--- src/design/bmc_defs.svh ---
// register offsets, bus widths, reset values and line buffer depth
`ifndef BMC_DEFS_SVH
`define BMC_DEFS_SVH

// ====================================================================
// register word offsets, decoded from s_adr_i[4:2]
// ====================================================================
`define BMC_REG_CTRL    3'd0
`define BMC_REG_HDISP   3'd1
`define BMC_REG_VDISP   3'd2
`define BMC_REG_BASE    3'd3
`define BMC_REG_PX      3'd4
`define BMC_REG_PY      3'd5
`define BMC_REG_COLOR   3'd6
`define BMC_REG_PCMD    3'd7

// bus and coordinate widths
`define BMC_ADR_W       32
`define BMC_DAT_W       32
`define BMC_COORD_W     12

// line buffer depth in 32-bit words, two pixels per word
`define BMC_LINE_WORDS  512

// register reset values
`define BMC_BASE_RESET  32'h0020_0000
`define BMC_HDISP_RESET 12'd320
`define BMC_VDISP_RESET 12'd240

`endif

--- src/design/bmc_bus_pkg.sv ---
// memory bus address and data types, wishbone request and response structs
`default_nettype none
`include "bmc_defs.svh"

package bmc_bus_pkg;

	// byte address, data word and byte lane select
	typedef logic [`BMC_ADR_W-1:0] mem_adr_t;
	typedef logic [`BMC_DAT_W-1:0] mem_dat_t;
	typedef logic [`BMC_DAT_W/8-1:0] mem_sel_t;

	// master side of a classic wishbone cycle
	typedef struct packed {
		logic     cyc;
		logic     stb;
		logic     we;
		mem_sel_t sel;
		mem_adr_t adr;
		mem_dat_t dat;
	} mem_req_t;

	// memory side, ack plus read data
	typedef struct packed {
		logic     ack;
		mem_dat_t dat;
	} mem_rsp_t;

endpackage

`default_nettype wire

--- src/design/bmc_video_pkg.sv ---
// pixel, coordinate and colour types, raster op and FSM state enums, line write struct
`default_nettype none
`include "bmc_defs.svh"

package bmc_video_pkg;

	typedef logic [`BMC_COORD_W-1:0] coord_t;
	// rgb565 in memory, 8:8:8 on the output
	typedef logic [15:0] pixel_t;
	typedef logic [23:0] rgb_t;
	typedef logic [$clog2(`BMC_LINE_WORDS)-1:0] line_idx_t;

	// raster ops, memory is a and colour is b
	typedef enum logic [3:0] {
		ROP_BLACK = 4'd0,
		ROP_COPY  = 4'd1,
		ROP_AND   = 4'd4,
		ROP_OR    = 4'd5,
		ROP_XOR   = 4'd6,
		ROP_WHITE = 4'd15
	} rop_t;

	typedef enum logic [1:0] {FETCH_IDLE, FETCH_REQ, FETCH_WAIT} fetch_state_t;

	typedef enum logic [1:0] {PLOT_IDLE, PLOT_READ, PLOT_MODIFY, PLOT_WRITE} plot_state_t;

	// one word from the fetcher into the line buffer
	typedef struct packed {
		logic                  we;
		line_idx_t             idx;
		bmc_bus_pkg::mem_dat_t dat;
	} line_wr_t;

endpackage

`default_nettype wire

--- src/design/bmc_scan_fetch.sv ---
// scan line fetcher: one row of rgb565 words from memory into the line buffer
`timescale 1ns/1ps
`default_nettype none

module bmc_scan_fetch (
	input  wire                           vclk,
	input  wire                           rst_i,
	input  wire                           line_start_i,
	input  wire bmc_video_pkg::coord_t    fetch_row_i,
	input  wire                           onoff_i,
	input  wire bmc_video_pkg::coord_t    hdisp_i,
	input  wire bmc_video_pkg::coord_t    vdisp_i,
	input  wire bmc_bus_pkg::mem_adr_t    base_i,
	output bmc_bus_pkg::mem_req_t         mem_req_o,
	input  wire bmc_bus_pkg::mem_rsp_t    mem_rsp_i,
	output bmc_video_pkg::line_wr_t       line_wr_o
);

	bmc_video_pkg::fetch_state_t state;
	bmc_bus_pkg::mem_adr_t adr;
	bmc_video_pkg::line_idx_t widx;
	bmc_video_pkg::coord_t words_left;
	// pixel offset of the row start, row * hdisp
	logic [23:0] row_ofs;
	logic [12:0] hsum;
	logic fetch_en;
	logic word_done;

	assign row_ofs = {12'd0, fetch_row_i} * {12'd0, hdisp_i};
	// ceil(hdisp / 2) words per line
	assign hsum = {1'b0, hdisp_i} + 13'd1;
	assign fetch_en = onoff_i && (fetch_row_i < vdisp_i);
	assign word_done = (state == bmc_video_pkg::FETCH_WAIT) && mem_rsp_i.ack;

	always_ff @(posedge vclk) begin
		if (rst_i) begin
			state <= bmc_video_pkg::FETCH_IDLE;
		end else begin
			case (state)
				bmc_video_pkg::FETCH_IDLE:
					if (line_start_i && fetch_en)
						state <= bmc_video_pkg::FETCH_REQ;
				// gap cycle between words, cyc is low here
				bmc_video_pkg::FETCH_REQ:
					state <= (words_left == 12'd0) ? bmc_video_pkg::FETCH_IDLE
					                               : bmc_video_pkg::FETCH_WAIT;
				bmc_video_pkg::FETCH_WAIT:
					if (mem_rsp_i.ack)
						state <= bmc_video_pkg::FETCH_REQ;
				default:
					state <= bmc_video_pkg::FETCH_IDLE;
			endcase
		end
	end

	// address, buffer index and remaining word count
	always_ff @(posedge vclk) begin
		if (state == bmc_video_pkg::FETCH_IDLE && line_start_i) begin
			adr <= base_i + {7'd0, row_ofs, 1'b0};
			widx <= '0;
			words_left <= hsum[12:1];
		end else if (word_done) begin
			adr <= adr + 32'd4;
			widx <= widx + 9'd1;
			words_left <= words_left - 12'd1;
		end
	end

	// read-only master, whole word
	always_comb begin
		mem_req_o = '0;
		mem_req_o.cyc = (state == bmc_video_pkg::FETCH_WAIT);
		mem_req_o.stb = (state == bmc_video_pkg::FETCH_WAIT);
		mem_req_o.sel = 4'hF;
		mem_req_o.adr = {adr[31:2], 2'b00};
	end

	always_comb begin
		line_wr_o.we = word_done;
		line_wr_o.idx = widx;
		line_wr_o.dat = mem_rsp_i.dat;
	end

endmodule

`default_nettype wire

--- config.mk ---
export PLATFORM = sky130hd
export DESIGN_NAME = bmc_scan_fetch
export DESIGN_NICKNAME = d
export VERILOG_FILES = /design/src/design/bmc_bus_pkg.sv /design/src/design/bmc_video_pkg.sv /design/src/design/bmc_scan_fetch.sv
export VERILOG_INCLUDE_DIRS = /design/src /design/src/design
export SDC_FILE = /design/constraint.sdc
export NUM_CORES = 1
export LEC_CHECK = 0
export ABC_AREA = 1
export ABC_CLOCK_PERIOD_IN_PS = 7250
export BUFFER_PORTS_ARGS = -buffer_cell sky130_fd_sc_hd__clkbuf_2
export CAP_MARGIN = 5
export CORE_AREA = 2 2 142 144
export CTS_BUF_LIST = sky130_fd_sc_hd__clkbuf_16
export DETAILED_ROUTE_END_ITERATION = 8
export DIE_AREA = 0 0 144 146
export GPL_ROUTABILITY_DRIVEN = 0
export MAX_ROUTING_LAYER = met4
export PLACE_DENSITY = 0.82
export SLEW_MARGIN = 20
export SYNTH_ARGS = -nofsm -noshare
export SYNTH_HDL_FRONTEND = slang
export SYNTH_SLANG_ARGS = --single-unit
--- constraint.sdc ---
create_clock -name vclk -period 7.25 [get_ports vclk]
set_input_delay 0.3625 -clock vclk [delete_from_list [all_inputs] [get_ports vclk]]
set_output_delay 0.3625 -clock vclk [all_outputs]
set_load 0.005 [all_outputs]
# Word-level counts from Yosys, hierarchy flattened
# Index checks and enable logic that the tools add are counted.
# Widths: inputs -> output; s select.
# word_totals
ff_bits,55
input_bits,105
elab_cells,31
# classes
addsub,5
mul,1
n_lt_le_gt_ge,1
eq_ne,4
n_mux,8
reduce_logical,8
# ops
cell,n
$mux 32,2
$add 32x25->32,1
$add 32x3->32 const B,1
$mul 12x12->24,1
$mux 12,2
$add 12x1->13 const B,1
$logic_not 12->1,1
$lt 12x12->1,1
$sub 12x1->12 const B,1
$add 9x1->9 const B,1
$mux 2,3
$pmux 2 s3,1
$logic_and 1x1->1,4
$eq 2x1->1 const B,1
$eq 2x2->1 const B,1
$logic_not 2->1,1
$ne 2x1->1 const B,1
$ne 2x2->1 const B,1
$reduce_and 2->1,1
$reduce_bool 2->1,1

# Logic depth before layout (Yosys ltp)
# depth
depth_word,5
ltp_mapped,34

# Worst setup path before layout
# Ideal clock, no wire load.
# synth_path
path_kind,input port to flip-flop
startpoint,in hdisp_i[5]
endpoint,reg adr[25] (data pin)
arrival_time_ns,5.775
required_time_ns,6.997
path_slack_ns,1.222
stages,28
path_buffers,2
path_cell_list,clkbuf_1 clkbuf_1 nand2_1 fa_1 inv_1 fa_1 fa_1 fa_1 inv_1 fa_1 inv_1 ha_1 nand2_1 nor2_1 inv_1 nor3_1 a21oi_1 xnor2_1 ha_1 nand2_1 nor2_1 inv_1 o21bai_1 nand2_1 nand3_1 nand2_1 nand3_1 nand2_1
# synth_between
elab_chain_cells,3
# synth_lines
item,line,text
from (decl),bmc_scan_fetch.sv:11,"input wire bmc_video_pkg::coord_t hdisp_i,"
$mul 12x12->24,bmc_scan_fetch.sv:29,"assign row_ofs = {12'd0, fetch_row_i} * {12'd0, hdisp_i};"
$add 32x25->32,bmc_scan_fetch.sv:59,"adr <= base_i + {7'd0, row_ofs, 1'b0};"
$mux 32,bmc_scan_fetch.sv:58,if (state == bmc_video_pkg::FETCH_IDLE && line_start_i) begin
to (signal assigned),bmc_scan_fetch.sv:59,
to (signal assigned),bmc_scan_fetch.sv:63,adr <= adr + 32'd4;
to (decl),bmc_scan_fetch.sv:20,bmc_bus_pkg::mem_adr_t adr;
# No other way between the ends.
# A chain may end at the register's enable or synchronous reset.

# Final worst setup path
# layout_path
startpoint,in fetch_row_i[3]
endpoint,reg adr[26] (data pin)
# layout_between
elab_chain_cells,3
# layout_lines
item,line,text
from (decl),bmc_scan_fetch.sv:9,"input wire bmc_video_pkg::coord_t fetch_row_i,"
$mul 12x12->24,bmc_scan_fetch.sv:29,
$add 32x25->32,bmc_scan_fetch.sv:59,
$mux 32,bmc_scan_fetch.sv:58,
# No other way between the ends.

==> results by group <==
Worst setup path
  • Arrival time at the worst endpoint: 6.36 ns
  • CP top delay family: adder cells
  • Worst EP required: 7.29 ns
  • Critical path's slowest cell: fa_1
  • CP Capture Type: register
  • Crit path max fanout: 13
  • CP Buf/Inv Count: 6
  • CP startpoint kind: input port
  • Max stage delay on crit path: 0.54 ns
  • Worst R2R Start: state[0]
  • Crit Reg-Reg Endpoint: adr[22]
  • Reg2Reg Setup Slack: 4.52 ns
  • Worst R2R Path Depth: 7
  • Setup Crit Path Kind: input port to register

Timing
  • Final Cycle Share: 87.15%
  • Slew HR: 31.26%
  • Max Slew Vio Count: 0
  • Setup TNS: 0 ns
  • Final hold viol count: 0
  • Setup-failing EPs final: 0
  • Unrepaired setup endpoints after global routing: false
  • Worst-Margin Slew: 1.027 ns
  • Fin crit period: 6.319 ns
  • Skew final: 0.008235 ns
  • Fmax: 0.1583 GHz

Drt
  • WL final: 27760 um
  • First drt pass iteration count: 5
  • Drt first-iter violations: 714
  • Remaining DRCs: 0
  • Vias: 10.38k
  • Post-route ant nets: 0
  • Via/cell ratio: 5.218
  • WL per Instance: 13.95 um

Run status
  • Outcome: completed

Yosys
  • Mapped Area: 11130 um2
  • Synthesis Warnings: 0
  • Syn Area/Cell: 6.648 um2
  • Yosys cell types: 44
  • Synth Instances: 1674
  • Sequential area share after synthesis: 13.31%
  • Synth Register Bits: 53

Cells and area
  • Ant diodes: 0
  • Synth-to-Final Area Change: 4.542%
  • Flip-flop and latch area: 1481 um2
  • # nets final: 2031
  • Fill cells: 1847
  • Share of cells above drive strength 1: 8.638%
  • Area occupied by multi-input gates: 7746 um2

Die
  • Io pins: 218
  • DIE AREA: 21020 um2
  • Die W: 144 um
  • Number of core rows: 51
  • Die H: 146 um
  • Initial Util: 57.56%
  • Core Box Area: 19330 um2

Clock tree
  • Post_cts resized: 0
  • Hold buffer count at CTS: 0
  • CTS root buf: clkbuf_16
  • Worst-path clk slew: 0.07 ns
  • H-Tree Level Count: 2
  • TritonCTS clock tree: yes
  • Clk buf depth: 2
  • Post-CTS Setup Inserts: 0
  • CTS buffer count: 5
  • Sink Count: 53
  • Worst-skew pair later-pin latency: 0.30 ns

Hold path
  • Hold crit path type: input port to register
  • Hold Path End: state[1]
  • Hold depth: 2
  • Hold Crit Start: rst_i

Placed design
  • Buffers on Ports: 113
  • Final HPWL DP: 22830 um

Global route
  • Total grt overflow: 0
  • Largest net degree at the start of global routing: 52
  • Global-route wire length before repair: 45840 um
  • Vias in the first global route: 10.08k
  • All-Layer GR Usage: 27.68%
  • Initial antenna violation count: 0

Run
  • MaxCap Viol Count: 0
==> through the flow <==
stage               setup WS, ns  util [%]  instance area (um2)  instances  hold WS [ns]
floorplan                  1.222         -                11270       1711        0.4316
global placement          0.7492     59.46                11500       1982        0.4760
detailed placement        0.7068     59.46                11500       1982        0.4821
CTS                       0.9915     60.18                11630       1990        0.2328
global route              0.5250     60.18                11630       1990        0.2357
finish                    0.9313     60.18                11630       1990        0.2335
==> final cells by class <==
cell class | count | area share [%]
Tap cell | 265 | 2.850
Clock buffer | 5 | 1.075
Clock inverter | 3 | 0.1183
Multi-Input combinational cell | 1188 | 66.58
Inverter | 361 | 11.66
Sequential cell | 53 | 12.73
Timing Repair Buffer | 115 | 4.990
==> cell usage in the layout (no fill, tap or decap), types with 39 or more instances in the layout <==
cell,netlist,routed
o21ai_0,47,47
a21oi_1,65,65
ha_1,101,101
nand3_1,78,78
conb_1,2,39
fa_1,101,101
nor2_1,104,104
inv_1,358,359
nand2_1,517,515
edfxtp_1,42,42
clkbuf_2,0,113
==> synth_stat cells (all sizes together) <==
cell	instances	area [um2]
ha	101	1264
or2	4	25.02
a31oi	2	12.51
dfxtp	11	220.2
fa	101	2022
xnor2	14	122.6
edfxtp	42	1261
nor3b	2	31.28
o21a	5	37.54
a21boi	3	22.52
conb	2	7.510
a31o	1	8.760
o22ai	3	18.77
and2	1	6.260
nor3	24	130.1
clkbuf	34	131.4
nand4	14	87.58
inv	359	1348
buf	75	558.0
a21oi	65	325.3
o21ai	52	264.0
nand3	81	420.4
nand2b	1	6.260
clkinv	2	8.750
nor2	110	437.9
o21bai	5	41.29
nand2	520	1969
xor2	33	289.0
a21o	1	7.510
nand3b	6	45.04
==> registers in the layout, summed over array words and instances, names as in the netlist <==
register,count
adr,30
words_left,12
widx,9
state,2
==> kinds of logic (layout without fill, tap and decap cells) <==
logic type                 after synthesis  in the layout  share of synthesized area, %
and+or+nand+nor                        763            763                         28.39
buffers and inverters                  470            484                         18.38
adders and majority gates              202            202                         29.52
AOI/OAI and AO/OA                      137            137                         6.633
DFF                                     53             53                         13.31
xor gates and xnor gates                47             47                         3.699
other                                    2             39                       0.06748
==> worst reg2reg max path: stages (launching register included) <==
cell and delay, ns:
dfxtp_1 0.41, nor2_1 0.09, nand2_2 0.06, buf_4 0.44, clkinv_1 0.77, buf_4 0.49, nand3_1 0.17, nand2_1 0.06
==> how the worst max path moves through the flow <==
stage | from | to | slack (ns) | cells after the start
2_1_floorplan | hdisp_i[5] | adr[25] | 1.22 | 28
3_3_place_gp | fetch_row_i[0] | adr[26] | 0.75 | 27
3_5_place_dp | fetch_row_i[0] | adr[26] | 0.71 | 27
4_1_cts | fetch_row_i[0] | adr[26] | 0.99 | 27
5_1_grt | fetch_row_i[0] | adr[26] | 0.52 | 28
6_report | fetch_row_i[3] | adr[26] | 0.93 | 29
==> metal layers <==
layer	GRT usage, %	up-vias	part of all wire [%]
met4	10.44	0	3.8
met3	2.994	83	7.1
met5	-	-	0
met2	46.57	430	48
met1	34.19	4792	41
li1	-	5079	-
Power is left out: the tool's default activity adds up to more than one toggle a clock period on the data nets, which glitch-free logic cannot reach.
