===== config.mk =====
export PLATFORM = sky130hd
export DESIGN_NAME = bmc_pixel_plot
export DESIGN_NICKNAME = d
export VERILOG_FILES = /design/src/design/bmc_bus_pkg.sv /design/src/design/bmc_video_pkg.sv /design/src/design/bmc_pixel_plot.sv
export VERILOG_INCLUDE_DIRS = /design/src /design/src/design
export SDC_FILE = /design/constraint.sdc
export NUM_CORES = 1
export LEC_CHECK = 0
export BUFFER_PORTS_ARGS = -buffer_cell sky130_fd_sc_hd__buf_4
export CAP_MARGIN = 10
export CORE_ASPECT_RATIO = 1.75
export CORE_MARGIN = 5
export CORE_UTILIZATION = 55
export CTS_CLUSTER_DIAMETER = 50
export CTS_CLUSTER_SIZE = 8
export DETAILED_ROUTE_END_ITERATION = 8
export PLACE_DENSITY = 0.78
export SETUP_SLACK_MARGIN = 0.1
export SLEW_MARGIN = 5
export SYNTH_ARGS = -nofsm -noshare
export SYNTH_HDL_FRONTEND = slang
export SYNTH_SLANG_ARGS = --single-unit

===== constraint.sdc =====
create_clock -name vclk -period 13.2 [get_ports vclk]
set_clock_uncertainty 0.05 [all_clocks]
set_input_delay 0.66 -clock vclk [delete_from_list [all_inputs] [get_ports vclk]]
set_output_delay 0.66 -clock vclk [all_outputs]
set_load 0.02 [all_outputs]

===== src/design/bmc_defs.svh =====
// register offsets, bus widths, reset values and line buffer depth
`ifndef BMC_DEFS_SVH
`define BMC_DEFS_SVH

// ====================================================================
// register word offsets, decoded from s_adr_i[4:2]
// ====================================================================
`define BMC_REG_CTRL    3'd0
`define BMC_REG_HDISP   3'd1
`define BMC_REG_VDISP   3'd2
`define BMC_REG_BASE    3'd3
`define BMC_REG_PX      3'd4
`define BMC_REG_PY      3'd5
`define BMC_REG_COLOR   3'd6
`define BMC_REG_PCMD    3'd7

// bus and coordinate widths
`define BMC_ADR_W       32
`define BMC_DAT_W       32
`define BMC_COORD_W     12

// line buffer depth in 32-bit words, two pixels per word
`define BMC_LINE_WORDS  512

// register reset values
`define BMC_BASE_RESET  32'h0020_0000
`define BMC_HDISP_RESET 12'd320
`define BMC_VDISP_RESET 12'd240

`endif


===== src/design/bmc_bus_pkg.sv =====
// memory bus address and data types, wishbone request and response structs
`default_nettype none
`include "bmc_defs.svh"

package bmc_bus_pkg;

	// byte address, data word and byte lane select
	typedef logic [`BMC_ADR_W-1:0] mem_adr_t;
	typedef logic [`BMC_DAT_W-1:0] mem_dat_t;
	typedef logic [`BMC_DAT_W/8-1:0] mem_sel_t;

	// master side of a classic wishbone cycle
	typedef struct packed {
		logic     cyc;
		logic     stb;
		logic     we;
		mem_sel_t sel;
		mem_adr_t adr;
		mem_dat_t dat;
	} mem_req_t;

	// memory side, ack plus read data
	typedef struct packed {
		logic     ack;
		mem_dat_t dat;
	} mem_rsp_t;

endpackage

`default_nettype wire


===== src/design/bmc_video_pkg.sv =====
// pixel, coordinate and colour types, raster op and FSM state enums, line write struct
`default_nettype none
`include "bmc_defs.svh"

package bmc_video_pkg;

	typedef logic [`BMC_COORD_W-1:0] coord_t;
	// rgb565 in memory, 8:8:8 on the output
	typedef logic [15:0] pixel_t;
	typedef logic [23:0] rgb_t;
	typedef logic [$clog2(`BMC_LINE_WORDS)-1:0] line_idx_t;

	// raster ops, memory is a and colour is b
	typedef enum logic [3:0] {
		ROP_BLACK = 4'd0,
		ROP_COPY  = 4'd1,
		ROP_AND   = 4'd4,
		ROP_OR    = 4'd5,
		ROP_XOR   = 4'd6,
		ROP_WHITE = 4'd15
	} rop_t;

	typedef enum logic [1:0] {FETCH_IDLE, FETCH_REQ, FETCH_WAIT} fetch_state_t;

	typedef enum logic [1:0] {PLOT_IDLE, PLOT_READ, PLOT_MODIFY, PLOT_WRITE} plot_state_t;

	// one word from the fetcher into the line buffer
	typedef struct packed {
		logic                  we;
		line_idx_t             idx;
		bmc_bus_pkg::mem_dat_t dat;
	} line_wr_t;

endpackage

`default_nettype wire


===== src/design/bmc_pixel_plot.sv =====
// pixel plotter: read-modify-write of one rgb565 pixel with a raster op
`timescale 1ns/1ps
`default_nettype none

module bmc_pixel_plot (
	input  wire                          vclk,
	input  wire                          rst_i,
	input  wire                          plot_go_i,
	input  wire bmc_video_pkg::coord_t   px_i,
	input  wire bmc_video_pkg::coord_t   py_i,
	input  wire bmc_video_pkg::coord_t   hdisp_i,
	input  wire bmc_bus_pkg::mem_adr_t   base_i,
	input  wire bmc_video_pkg::pixel_t   color_i,
	input  wire bmc_video_pkg::rop_t     rop_i,
	output logic                         busy_o,
	output bmc_bus_pkg::mem_req_t        mem_req_o,
	input  wire bmc_bus_pkg::mem_rsp_t   mem_rsp_i
);

	bmc_video_pkg::plot_state_t state;
	bmc_bus_pkg::mem_adr_t adr;
	bmc_bus_pkg::mem_dat_t word;
	bmc_video_pkg::pixel_t color_q;
	bmc_video_pkg::rop_t rop_q;
	logic [23:0] pix_ofs;

	// unknown op codes fall back to copy
	function automatic bmc_video_pkg::pixel_t rop_apply(
		input bmc_video_pkg::rop_t op,
		input bmc_video_pkg::pixel_t a,
		input bmc_video_pkg::pixel_t b
	);
		case (op)
			bmc_video_pkg::ROP_BLACK: return 16'h0000;
			bmc_video_pkg::ROP_AND:   return a & b;
			bmc_video_pkg::ROP_OR:    return a | b;
			bmc_video_pkg::ROP_XOR:   return a ^ b;
			bmc_video_pkg::ROP_WHITE: return 16'hFFFF;
			default:                  return b;
		endcase
	endfunction

	// pixel index in the frame, y * hdisp + x
	assign pix_ofs = {12'd0, py_i} * {12'd0, hdisp_i} + {12'd0, px_i};
	assign busy_o = (state != bmc_video_pkg::PLOT_IDLE);

	always_ff @(posedge vclk) begin
		if (rst_i) begin
			state <= bmc_video_pkg::PLOT_IDLE;
		end else begin
			case (state)
				bmc_video_pkg::PLOT_IDLE:
					if (plot_go_i)
						state <= bmc_video_pkg::PLOT_READ;
				bmc_video_pkg::PLOT_READ:
					if (mem_rsp_i.ack)
						state <= bmc_video_pkg::PLOT_MODIFY;
				// bus released for this cycle
				bmc_video_pkg::PLOT_MODIFY:
					state <= bmc_video_pkg::PLOT_WRITE;
				bmc_video_pkg::PLOT_WRITE:
					if (mem_rsp_i.ack)
						state <= bmc_video_pkg::PLOT_IDLE;
			endcase
		end
	end

	// adr[1] picks the halfword, high for odd x
	always_ff @(posedge vclk) begin
		if (state == bmc_video_pkg::PLOT_IDLE && plot_go_i) begin
			adr <= base_i + {7'd0, pix_ofs, 1'b0};
			color_q <= color_i;
			rop_q <= rop_i;
		end else if (state == bmc_video_pkg::PLOT_READ && mem_rsp_i.ack) begin
			word <= mem_rsp_i.dat;
		end else if (state == bmc_video_pkg::PLOT_MODIFY) begin
			if (adr[1])
				word[31:16] <= rop_apply(rop_q, word[31:16], color_q);
			else
				word[15:0] <= rop_apply(rop_q, word[15:0], color_q);
		end
	end

	always_comb begin
		mem_req_o.cyc = (state == bmc_video_pkg::PLOT_READ) || (state == bmc_video_pkg::PLOT_WRITE);
		mem_req_o.stb = mem_req_o.cyc;
		mem_req_o.we = (state == bmc_video_pkg::PLOT_WRITE);
		mem_req_o.sel = 4'hF;
		mem_req_o.adr = {adr[31:2], 2'b00};
		mem_req_o.dat = word;
	end

endmodule

`default_nettype wire


# == Word-level counts from Yosys, hierarchy flattened ==
# Cells that the tools add are included.
# word_totals
out_inout_bits,72
input_bits,124
reg_bits,86
# classes
n_addsub,2
mux,10
bitwise_logic,7
n_reduce_logical,11
n_mul,1
n_eq_ne,11
# ops
cell,n
16-bit one-hot mux with 5 select lines,2
32-bit 2-to-1 mux,2
32-bit by 25-bit adder with 32-bit output,1
16-bit AND,2
16-bit 2-to-1 mux,2
16-bit OR,2
16-bit XOR,2
24-bit by 12-bit adder with 24-bit output,1
12-bit by 12-bit multiplier with 24-bit output,1
4-bit by 3-bit == test with 1-bit output (second input constant),3
3-bit AND reduction,3
2-bit one-hot mux with 4 select lines,1
2-bit 2-to-1 mux,3
2-bit nonzero test,3
2-bit == test (second input constant),2
4-bit == test (second input constant),1
4-bit logical NOT,1
2-bit by 1-bit != test with 1-bit output (second input constant),2
2-bit != test (second input constant),2
2-bit by 1-bit == test with 1-bit output (second input constant),1
1-bit logical AND,2
2-bit logical NOT,1
1-bit logical OR,1
1-bit NOT,1

# == Logic depth before layout (Yosys ltp) ==
# logic_depth
depth_word,5
mapped_depth,27
depth_no_buf,25

# == Worst setup path before layout ==
# Ideal clock, no wire load.
# synth_path
path_kind,input to register
from,in hdisp_i[0]
to,reg adr[27] (data pin)
path_slack_ns,6.208
required_ns,12.890
path_stages,26
setup_ns,0.260
path_buffers,2
t_arrival_ns,6.682
path_cell_list,clkbuf_1 and2_1 fa_1 inv_1 fa_1 inv_1 fa_1 fa_1 inv_1 fa_1 inv_1 ha_1 a21oi_1 o21ai_0 or3_2 o21ai_0 o21bai_1 xor2_1 ha_1 clkbuf_2 a21oi_2 nand2_1 a2111oi_2 nor3_1 a221oi_2 xnor2_1
# synth_between
elab_chain_len,3
# synth_lines
item,line_no,source
"start, declared",bmc_pixel_plot.sv:11,"input wire bmc_video_pkg::coord_t hdisp_i,"
12-bit by 12-bit multiplier with 24-bit output,bmc_pixel_plot.sv:44,"assign pix_ofs = {12'd0, py_i} * {12'd0, hdisp_i} + {12'd0, px_i};"
24-bit by 12-bit adder with 24-bit output,bmc_pixel_plot.sv:44,
32-bit by 25-bit adder with 32-bit output,bmc_pixel_plot.sv:71,"adr <= base_i + {7'd0, pix_ofs, 1'b0};"
"end signal, assigned",bmc_pixel_plot.sv:71,
"end, declared",bmc_pixel_plot.sv:21,bmc_bus_pkg::mem_adr_t adr;
# Every way passes these cells.
# A chain may end at the register's enable or synchronous reset.

# == Final worst setup path ==
# Same ends and word-level chain as after synthesis.

==> results.sh <==
export IMPL_drtIter0Drc=481
export IMPL_wl_met3_um=1350
export IMPL_cts_buffers=9
export IMPL_hold_viol_final=0
export IMPL_fin_cells=1665
export IMPL_rows=70
export IMPL_post_route_cell_area_um2=13200
export IMPL_cts_setup_buffers=0
export IMPL_num_vias=9343
export IMPL_grt_pass1_vias=9896
export IMPL_crit_path_start_kind="input pin"
export IMPL_drive_above_1_share_pct=15.9
export IMPL_overflow=0
export IMPL_multiInputGateArea_um2=7830
export IMPL_wl_per_cell_um=16.7
export IMPL_critPathKind="in -> reg"
export IMPL_syn_area_per_cell_um2=9.07
export IMPL_mostFrequentLayoutCells="inv_1, buf_4, ha_1"
export IMPL_gp_congestion=0.880
export IMPL_synth_top_area_cell="edfxtp_1"
export IMPL_synthToLayoutAreaGrowth_pct=14.2
export IMPL_viasPerCell=5.61
export IMPL_max_slew_margin_pct=24.0
export IMPL_wirelength_um=27800
export IMPL_grt_antenna_before_repair=1
export IMPL_ios=196
export IMPL_drc=0
export IMPL_antenna_left=0
export IMPL_start_util_pct=55.6
export IMPL_nNetsFinal=1807
export IMPL_clk_latency_ns=0.34
export IMPL_required_ns=13.24
export IMPL_cp_slowest_stage_delay_ns=0.54
export IMPL_setup_violations=0
export IMPL_synth_edf_count=83
export IMPL_slew_violations=0
export IMPL_hold_class="in -> reg"
export IMPL_final_common_cell="inv_1"
export IMPL_holdPathStages=1
export IMPL_ys_ff_latch=85
export IMPL_tightest_slew_ns=1.14
export IMPL_endpoint_kind="flip-flop"
export IMPL_grt_max_degree=53
export IMPL_io_buffer_count=188
export IMPL_synth_top_area_share_pct=21.5
export IMPL_die_h_um=202
export IMPL_fp_dieW_um=120
export IMPL_clock_path_buffers=2
export IMPL_met1_length_um=9480
export IMPL_netlist_top_cells_area="edfxtp_1, fa_1, ha_1"
export IMPL_grt_pass1_wl_um=45300
export IMPL_core_um2=20800
export IMPL_cts_tree="done"
export IMPL_synth_cell_types=58
export IMPL_nFillCells=1793
export IMPL_setup_tns_ns=0
export IMPL_cpMaxStageDelayCell="fa_1"
export IMPL_ys_warn_count=0
export IMPL_dr_pass1_iters=7
export IMPL_min_period_ns=7.14
export IMPL_synthArstFlopShare_pct=0
export IMPL_dpl_instance_area_um2=13000
export IMPL_fmax_mhz=140
export IMPL_reg2reg_depth=7
export IMPL_syn_inst=1279
export IMPL_cts_resized=0
export IMPL_clockRootBuffer="clkbuf_16"
export IMPL_ys_flop_type="edfxtp_1"
export IMPL_path_common_cell="fa_1"
export IMPL_netlist_area_um2=11600
export IMPL_h_tree_depth=3
export IMPL_clk_pin_slew_ns=0.07
export IMPL_place_detailed_hpwl_um=23500
export IMPL_crit_fanout=12
export IMPL_dp_cells=1648
export IMPL_holdBufCountCts=0
export IMPL_grt_usage_pct=23.0
export IMPL_synth_seq_area_share_pct=21.8
export IMPL_period_share_pct=54.1
export IMPL_seq_area_um2=2530
export IMPL_outcome="completed"
export IMPL_wl_met2_um=15800
export IMPL_crit_arrival_ns=7.18
export IMPL_rsz0062_at_grt="no"
export IMPL_highest_layer="met4"
export IMPL_die_area_um2=24200
export IMPL_clock_sinks=85
export IMPL_maxCapViolCount=0
## critical path, delay by kind of cell
kind / cells / cell delay [ns]
fa+ha+maj: 7 / 3.24
compound gates: 7 / 1.74
simple gates: 4 / 0.96
buf+inv: 5 / 0.34
xor+xnor: 2 / 0.24
## routing by layer
layer | global-route usage (%) | vias to the layer above
met5 | 0 | -
met1 | 22.4 | 4524
met4 | 11.1 | 0
met3 | 2.77 | 77
li1 | - | 4425
met2 | 46.2 | 317
## path summary, 6_finish.rpt
| kind | startpoint | slack (ns) | to |
|---|---|---|---|
| max | hdisp_i[0] | 6.06 | adr[27]$_DFFE_PP_ |
| min | color_i[1] | 0.44 | color_q[1]$_DFFE_PP_ |
| max reg2reg | state[1]$_SDFFE_PP0P_ | 10.65 | word[24]$_DFFE_PP_ |
| min reg2reg | state[1]$_SDFFE_PP0P_ | 0.54 | state[1]$_SDFFE_PP0P_ |
## sequential cells by signal (all words and copies together), names as in the netlist
| name | count |
|---|---|
| rop_q | 4 |
| state | 2 |
| adr | 31 |
| word | 32 |
| color_q | 16 |
## cell usage after synthesis (all sizes together) (7+ instances only)
cell    count
edfxtp     83
a211oi      8
nand2b      7
o21a        7
o21bai      8
a21oi     100
nand4       9
ha        164
nand2     106
a221oi     34
and2       76
nor3       11
inv       219
nor2       98
a21o       12
clkbuf     41
nand3      15
xnor2      31
buf        40
xor2       12
fa        112
o21ai      25
nor2b       9
## per-stage QoR
stage,util (%),hold slack [ns],setup slack [ns]
finish,63.5,0.440,6.06
floorplan,-,0.468,6.21
global placement,62.1,0.498,5.78
detailed placement,62.1,0.527,5.72
global route,63.5,0.433,5.73
CTS,63.5,0.429,6.09
## cells by family (layout without fill, tap and decap cells)
| family | count (synthesis) | count (layout) | synth area share, % |
|---|---|---|---|
| AO/OA/AOI/OAI | 219 | 219 | 12.1 |
| other | 2 | 7 | 0.0648 |
| AND/OR/NAND/NOR | 352 | 352 | 14.6 |
| flip-flops | 85 | 85 | 21.8 |
| buffers and inverters | 300 | 429 | 10.9 |
| multiplexers | 1 | 1 | 0.0863 |
| adder cells (fa/ha/maj) | 277 | 277 | 37.1 |
| XOR/XNOR | 43 | 43 | 3.25 |
## area by class of cell
cell class | instances | area share, %
clock buffers | 9 | 1.70
diodes | 1 | 0.0189
well taps | 252 | 2.38
inverters | 219 | 6.21
flip-flops and latches | 85 | 19.1
multi-input cells | 898 | 59.1
repair buffers | 194 | 11.0
clock inverters | 7 | 0.435
Power is left out: the tool's default activity adds up to more than one toggle a clock period on the data nets, which glitch-free logic cannot reach.
