`config.mk`:
```
export PLATFORM = sky130hd
export DESIGN_NAME = bmc_regs
export DESIGN_NICKNAME = d
export VERILOG_FILES = /design/src/design/bmc_bus_pkg.sv /design/src/design/bmc_video_pkg.sv /design/src/design/bmc_regs.sv
export VERILOG_INCLUDE_DIRS = /design/src /design/src/design
export SDC_FILE = /design/constraint.sdc
export NUM_CORES = 1
export LEC_CHECK = 0
export BUFFER_PORTS_ARGS = -buffer_cell sky130_fd_sc_hd__buf_2
export CAP_MARGIN = 20
export CORE_ASPECT_RATIO = 1.5
export CORE_UTILIZATION = 38
export CTS_BUF_LIST = sky130_fd_sc_hd__clkbuf_16
export DETAILED_ROUTE_END_ITERATION = 16
export PLACE_DENSITY_LB_ADDON = 0.08
export SYNTH_ARGS = -nofsm -noshare
export SYNTH_HDL_FRONTEND = slang
export SYNTH_SLANG_ARGS = --single-unit
```
`constraint.sdc`:
```
create_clock -name vclk -period 2 [get_ports vclk]
set_input_delay 0 -clock vclk [delete_from_list [all_inputs] [get_ports vclk]]
set_output_delay 0 -clock vclk [all_outputs]
set_load 0.005 [all_outputs]
```
`src/design/bmc_defs.svh`:
```
// register offsets, bus widths, reset values and line buffer depth
`ifndef BMC_DEFS_SVH
`define BMC_DEFS_SVH

// ====================================================================
// register word offsets, decoded from s_adr_i[4:2]
// ====================================================================
`define BMC_REG_CTRL    3'd0
`define BMC_REG_HDISP   3'd1
`define BMC_REG_VDISP   3'd2
`define BMC_REG_BASE    3'd3
`define BMC_REG_PX      3'd4
`define BMC_REG_PY      3'd5
`define BMC_REG_COLOR   3'd6
`define BMC_REG_PCMD    3'd7

// bus and coordinate widths
`define BMC_ADR_W       32
`define BMC_DAT_W       32
`define BMC_COORD_W     12

// line buffer depth in 32-bit words, two pixels per word
`define BMC_LINE_WORDS  512

// register reset values
`define BMC_BASE_RESET  32'h0020_0000
`define BMC_HDISP_RESET 12'd320
`define BMC_VDISP_RESET 12'd240

`endif

```
`src/design/bmc_bus_pkg.sv`:
```
// memory bus address and data types, wishbone request and response structs
`default_nettype none
`include "bmc_defs.svh"

package bmc_bus_pkg;

	// byte address, data word and byte lane select
	typedef logic [`BMC_ADR_W-1:0] mem_adr_t;
	typedef logic [`BMC_DAT_W-1:0] mem_dat_t;
	typedef logic [`BMC_DAT_W/8-1:0] mem_sel_t;

	// master side of a classic wishbone cycle
	typedef struct packed {
		logic     cyc;
		logic     stb;
		logic     we;
		mem_sel_t sel;
		mem_adr_t adr;
		mem_dat_t dat;
	} mem_req_t;

	// memory side, ack plus read data
	typedef struct packed {
		logic     ack;
		mem_dat_t dat;
	} mem_rsp_t;

endpackage

`default_nettype wire

```
`src/design/bmc_video_pkg.sv`:
```
// pixel, coordinate and colour types, raster op and FSM state enums, line write struct
`default_nettype none
`include "bmc_defs.svh"

package bmc_video_pkg;

	typedef logic [`BMC_COORD_W-1:0] coord_t;
	// rgb565 in memory, 8:8:8 on the output
	typedef logic [15:0] pixel_t;
	typedef logic [23:0] rgb_t;
	typedef logic [$clog2(`BMC_LINE_WORDS)-1:0] line_idx_t;

	// raster ops, memory is a and colour is b
	typedef enum logic [3:0] {
		ROP_BLACK = 4'd0,
		ROP_COPY  = 4'd1,
		ROP_AND   = 4'd4,
		ROP_OR    = 4'd5,
		ROP_XOR   = 4'd6,
		ROP_WHITE = 4'd15
	} rop_t;

	typedef enum logic [1:0] {FETCH_IDLE, FETCH_REQ, FETCH_WAIT} fetch_state_t;

	typedef enum logic [1:0] {PLOT_IDLE, PLOT_READ, PLOT_MODIFY, PLOT_WRITE} plot_state_t;

	// one word from the fetcher into the line buffer
	typedef struct packed {
		logic                  we;
		line_idx_t             idx;
		bmc_bus_pkg::mem_dat_t dat;
	} line_wr_t;

endpackage

`default_nettype wire

```
`src/design/bmc_regs.sv`:
```
// wishbone classic register slave with plot command start and busy readback
`timescale 1ns/1ps
`default_nettype none
`include "bmc_defs.svh"

module bmc_regs (
	input  wire                         vclk,
	input  wire                         rst_i,
	input  wire                         s_cyc_i,
	input  wire                         s_stb_i,
	input  wire                         s_we_i,
	input  wire bmc_bus_pkg::mem_adr_t  s_adr_i,
	input  wire bmc_bus_pkg::mem_dat_t  s_dat_i,
	output logic                        s_ack_o,
	output bmc_bus_pkg::mem_dat_t       s_dat_o,
	output logic                        onoff_o,
	output bmc_video_pkg::coord_t       hdisp_o,
	output bmc_video_pkg::coord_t       vdisp_o,
	output bmc_bus_pkg::mem_adr_t       base_o,
	output bmc_video_pkg::coord_t       px_o,
	output bmc_video_pkg::coord_t       py_o,
	output bmc_video_pkg::pixel_t       color_o,
	output bmc_video_pkg::rop_t         rop_o,
	output logic                        plot_go_o,
	input  wire                         plot_busy_i
);

	logic access;
	logic wr;

	// new access only while ack is low, so ack stays a single pulse
	assign access = s_cyc_i & s_stb_i & ~s_ack_o;
	assign wr = access & s_we_i;

	// ====================================================================
	// ack, register writes and plot start
	// ====================================================================
	always_ff @(posedge vclk) begin
		if (rst_i) begin
			s_ack_o <= 1'b0;
			plot_go_o <= 1'b0;
			onoff_o <= 1'b1;
			hdisp_o <= `BMC_HDISP_RESET;
			vdisp_o <= `BMC_VDISP_RESET;
			base_o <= `BMC_BASE_RESET;
			px_o <= '0;
			py_o <= '0;
			color_o <= '0;
			rop_o <= bmc_video_pkg::ROP_BLACK;
		end else begin
			s_ack_o <= access;
			// go is a one-cycle strobe
			plot_go_o <= 1'b0;
			if (wr) begin
				case (s_adr_i[4:2])
					`BMC_REG_CTRL:  onoff_o <= s_dat_i[0];
					`BMC_REG_HDISP: hdisp_o <= s_dat_i[11:0];
					`BMC_REG_VDISP: vdisp_o <= s_dat_i[11:0];
					`BMC_REG_BASE:  base_o <= s_dat_i;
					`BMC_REG_PX:    px_o <= s_dat_i[11:0];
					`BMC_REG_PY:    py_o <= s_dat_i[11:0];
					`BMC_REG_COLOR: color_o <= s_dat_i[15:0];
					`BMC_REG_PCMD: begin
						// a command while the plotter runs is dropped
						if (s_dat_i[0] && !plot_busy_i) begin
							rop_o <= bmc_video_pkg::rop_t'(s_dat_i[19:16]);
							plot_go_o <= 1'b1;
						end
					end
				endcase
			end
		end
	end

	// read data, valid during the ack cycle
	always_ff @(posedge vclk) begin
		if (access) begin
			case (s_adr_i[4:2])
				`BMC_REG_CTRL:  s_dat_o <= {31'd0, onoff_o};
				`BMC_REG_HDISP: s_dat_o <= {20'd0, hdisp_o};
				`BMC_REG_VDISP: s_dat_o <= {20'd0, vdisp_o};
				`BMC_REG_BASE:  s_dat_o <= base_o;
				`BMC_REG_PX:    s_dat_o <= {20'd0, px_o};
				`BMC_REG_PY:    s_dat_o <= {20'd0, py_o};
				`BMC_REG_COLOR: s_dat_o <= {16'd0, color_o};
				// busy in bit 0, last rop in 19:16
				`BMC_REG_PCMD:  s_dat_o <= {12'd0, rop_o, 15'd0, plot_busy_i};
			endcase
		end
	end

endmodule

`default_nettype wire

```
Yosys cells after proc, flatten, opt, wreduce, memory -nomap -nowiden
Index checks and enable logic that the tools add are counted.

Equal/unequal tests: 7. Multiplexer cells: 2. Reduce and logical (&&, ||, !) cells: 12. Bitwise gates (word level): 6.

Operator list (count): case mux 32 bit (8 select lines) (1); AND reduction 2 bit (7); == test 3 bit, second input constant (4); == test 3 x 2 -> 1 bit, second input constant (2); bitwise AND 1 bit (3); == test 3 x 1 -> 1 bit, second input constant (1); logical NOT 3 bit (1); inverter 1 bit (3); AND reduction 3 bit (1); OR reduction 3 bit (1); logical AND 1 bit (1); logical NOT 1 bit (1); two-way mux 1 bit (1).

Output and inout bits: 135. Register bits: 135.

Longest topological paths before layout
Depth in word-level cells: 5. Gate-level depth with buffers: 6. Mapped depth without buffers: 3.

Worst setup path after synthesis
No wires, ideal clock.

Path type: register -> register. From: register s_ack_o. To: register s_dat_o[0], enable pin. Clock period less this slack: 2134 ps. Setup time: 421 ps. Slack: -134 ps. Arrival time: 1713 ps. Buffers on the path: 0. Cell stages (with the launch flop): 2. Path through: dfxtp_1 -> nor2_1.

Word-level cells in the longest chain between the ends: 2.

Ends and longest elaborated chain: start: declaration (line bmc_regs.sv:14) `output logic s_ack_o,`; start signal: assignment (line bmc_regs.sv:51) `s_ack_o <= access;`; inverter 1 bit (line bmc_regs.sv:32) `assign access = s_cyc_i & s_stb_i & ~s_ack_o;`; bitwise AND 1 bit (line bmc_regs.sv:32); net access (line bmc_regs.sv:28) `logic access;`; end signal: assignment (line bmc_regs.sv:79) `` `BMC_REG_CTRL: s_dat_o <= {31'd0, onoff_o}; ``; end signal: assignment (line bmc_regs.sv:80) `` `BMC_REG_HDISP: s_dat_o <= {20'd0, hdisp_o}; ``; end signal: assignment (line bmc_regs.sv:81) `` `BMC_REG_VDISP: s_dat_o <= {20'd0, vdisp_o}; ``; end: declaration (line bmc_regs.sv:15) `output bmc_bus_pkg::mem_dat_t s_dat_o,`.

The timed path passes the listed nets, and every way through them passes these cells. A chain may end at the register's enable or synchronous reset.

Final worst setup path
From: register s_ack_o. To: register vdisp_o[7].

Word-level cells in the longest chain between the ends: 4.

Ends and longest elaborated chain: inverter 1 bit (line bmc_regs.sv:32); bitwise AND 1 bit (line bmc_regs.sv:32); bitwise AND 1 bit (line bmc_regs.sv:33) `assign wr = access & s_we_i;`; AND reduction 2 bit (no source line); end signal: assignment (line bmc_regs.sv:44) `` vdisp_o <= `BMC_VDISP_RESET; ``; end signal: assignment (line bmc_regs.sv:58) `` `BMC_REG_VDISP: vdisp_o <= s_dat_i[11:0]; ``; end: declaration (line bmc_regs.sv:18) `output bmc_video_pkg::coord_t vdisp_o,`.

Every way passes these cells.

==> flow_summary.toml <==
[run_status]
status = "complete, no violations"

[logic_synthesis]
ys_warn_count = 0
yosysSeqAreaShare_pct = 50.46
synth_ff_type = "dfxtp_1"
yosysTopAreaCellShare_pct = 34.42
synth_cell_types = 44
async_flop_share_pct = 0
yosys.area.top_type = "dfxtp_1"
synth_area_sq_um = 5991
synth_cells = 582
netlist_top_cells_area = "dfxtp_1 34%, edfxtp_1 16%, mux2i_1 7.7%, nand2b_1 5.7%, a21oi_1 4.8%"
syn_nets = 652
synth_edf_count = 32
synth-seq-cells = 135
avgSynthCellArea_sq_um = 10.29

[routing]
viasPerCell = 5.308
wl_mm = 18.33
post_drt_wl_per_cell_um = 18.40
dr.first_iter.drc_count = 276
dr.pass1.iters = 4
vias = 5287
ant_nets = 0
drc = 0

[min_path]
hp-start = "s_we_i"
min_path_cells = 4
hp-class = "input port to flop"
min_to = "onoff_o$_SDFFE_PP1P_"

[clock_tree]
cts_tree = "yes"
postCtsResizedCells = 0
clk_pin_slew_ps = 70
ctsHoldBuffers = 35
cts_setup_buffers = 0
cts-root-buf = "clkbuf_16"
h-tree-depth = 4
cts.sinks = 135
cts_inserted_buffers = 17
clkLatencyLatePin_ps = 420
cts_max_path_buffers = 2

[sta]
hold_slack_ps = 93.90
tightest_slew_ps = 939.9
drv_slew = 0
tns_ps = 0
rsz0062_at_grt = "false"
slew_headroom_pct = 37.34
setup_viol = 0
max_freq_mhz = 601.5
fin_crit_sh_pct = 83.13
hold_violations = 0
layout_min_cycle_time_ps = 1663
clock_skew_ps = 10.36

[grt]
grt_pass1_wl_mm = 28.59
antenna_found_initial = 0
grt_pass1_vias = 5252
grtUsageTotal_pct = 22.76
gr-total-overflow = 0
grt_max_degree = 104

[floorplanning]
num_io_pins = 205
dieHeight_um = 155.8
die_area_sq_um = 16280
core_area_sq_um = 15280
placementRows = 55
start_util_pct = 39.21
die_x_um = 104.5

[critical_path]
cp-end-kind = "flop"
crit_family = "simple AND/OR/NAND/NOR gates"
crit_required_ps = 2290
worstPathCellList = "and4b_2 > buf_4 > and3_1 > a211o_1"
path_max_fanout = 23
r2r-start = "s_ack_o$_SDFF_PP0_"
critical_path_class = "flop to flop"
critPathLaunch = "s_ack_o$_SDFF_PP0_"
r2r_cells = 4
cp-start-kind = "flop"
r2r-end = "vdisp_o[7]$_SDFFE_PP1P_"
cp_slowest_cell = "dfxtp_1"
worstPathArrival_ps = 1950
path_buf_inv = 1
reg2reg_setup_slack_ps = 340
crit_path_max_incr_delay_ps = 430

[power]
p_per_area_nw_per_um2 = 830.4
p_leak_uw = 0.003430
vdd_drop_max_mv = 0.4571

[place]
io_buffer_count = 175
gp_congestion = 0.7606
place_hpwl_mm = 12.49
post-place-cells = 929

[cells_and_area]
antenna_cells = 0
multi_input_area_sq_um = 2645
drive_gt1_share_pct = 33.38
final_nets = 854
area_growth_pct = 33.23
instances_no_fill = 996
seq_area_sq_um = 3023
num-fill-cells = 1418

[job]
max_cap_violations = 0
[routing by layer]
layer	vias to the layer above	track usage (%)	wire length, um	part of all wire [%]
met5	-	0	0	0
met4	0	8.844	299	1.6
met2	182	39.86	9308	51
met3	24	3.300	948	5.2
li1	2510	-	-	-
met1	2571	28.03	7768	42
[cell usage after synthesis, types with 3 or more instances]
cell type	n
buf_2	14
nand2b_1	55
a211o_1	4
a221oi_1	14
a22oi_1	7
mux2i_1	46
dfxtp_1	103
mux2_2	21
clkbuf_1	24
nand2_1	3
nand3_1	57
a22o_1	5
nor2b_1	6
and3_1	4
nor2_1	18
edfxtp_1	32
o21ai_0	56
buf_6	8
nand3b_1	5
a21oi_1	57
and2_1	12
buf_4	6
[registers in the layout, summed over array words and instances, names as in the netlist, 4 cells and up]
signal	flops
base_o	32
color_o	16
hdisp_o	12
px_o	12
py_o	12
rop_o	4
s_dat_o	32
vdisp_o	12
[per-stage QoR]
stage | worst slack [ps] | utilization [%] | cell area [sq um] | power [uW]
2_1_floorplan | 390.3 | - | 5993 | 3166
3_3_place_gp | 396.8 | 45.94 | 7018 | 3351
3_5_place_dp | 372.2 | 45.94 | 7018 | 3357
4_1_cts | 335.8 | 52.24 | 7981 | 6667
5_1_grt | 261.6 | 52.24 | 7981 | 6840
6_report | 337.5 | 52.24 | 7981 | 6628
[kinds of logic after synthesis]
logic type,after synthesis,synth area share (%)
mux,67,11.63
buf+inv,56,5.556
flops,135,50.46
compound gates,149,14.52
simple gates,175,17.84
[power by group]
| group | total (uW) | internal [uW] | switching [uW] |
|---|---|---|---|
| sequential | 2850 | 2830 | 21.0 |
| clock | 3280 | 2070 | 1200 |
| combinational | 497 | 209 | 288 |
| total | 6630 | 5120 | 1510 |
[placed cells by master (no fill, tap or decap), drive strengths merged]
master and count:
and2 12, buf 202, o221ai 1, o22ai 1, a221o 2, nor2b 7, clkinv 7, nand3b 5
and3 4, clkbuf 17, o211a 1, nor3b 1, nor3 2, inv 6, nand4 1, nand4b 1
nand3 58, nand2 5, or3b 1, and4b 1, edfxtp 32, a22oi 7, dfxtp 103, a22o 5
a221oi 14, mux2i 46, and3b 2, mux2 21, nor4 2, nand2b 55, a21oi 57, dlygate4sd3 35
bufinv 4, a211o 4, nor2 18, o21ai 57
[cell type report]
cell class                 instances  share of cell area, %
multi-input combinational        391                  33.14
inverter                           2                0.09406
clock buffer                      17                  5.330
clock inverter                    15                  2.351
timing repair buffer             237                  18.09
tap                              199                  3.120
sequential                       135                  37.87
[how the worst max path moves through the flow]
| stage | slack [ps] | end | cells after the start |
|---|---|---|---|
| after floorplan | 390 | s_dat_o[0]$_DFFE_PN_ | 1 |
| after global placement | 400 | s_dat_o[8]$_DFFE_PN_ | 4 |
| after detailed placement | 370 | s_dat_o[8]$_DFFE_PN_ | 4 |
| after CTS | 340 | vdisp_o[7]$_SDFFE_PP1P_ | 4 |
| after global routing | 260 | vdisp_o[7]$_SDFFE_PP1P_ | 4 |
| final | 340 | vdisp_o[7]$_SDFFE_PP1P_ | 4 |
[worst min-delay path, delay by kind of cell]
kind | cells | cell delay, ps
and+or+nand+nor | 2 | 230
buffers and inverters | 1 | 120
muxes | 1 | 110
No activity file was read; power rests on OpenSTA's default activity.
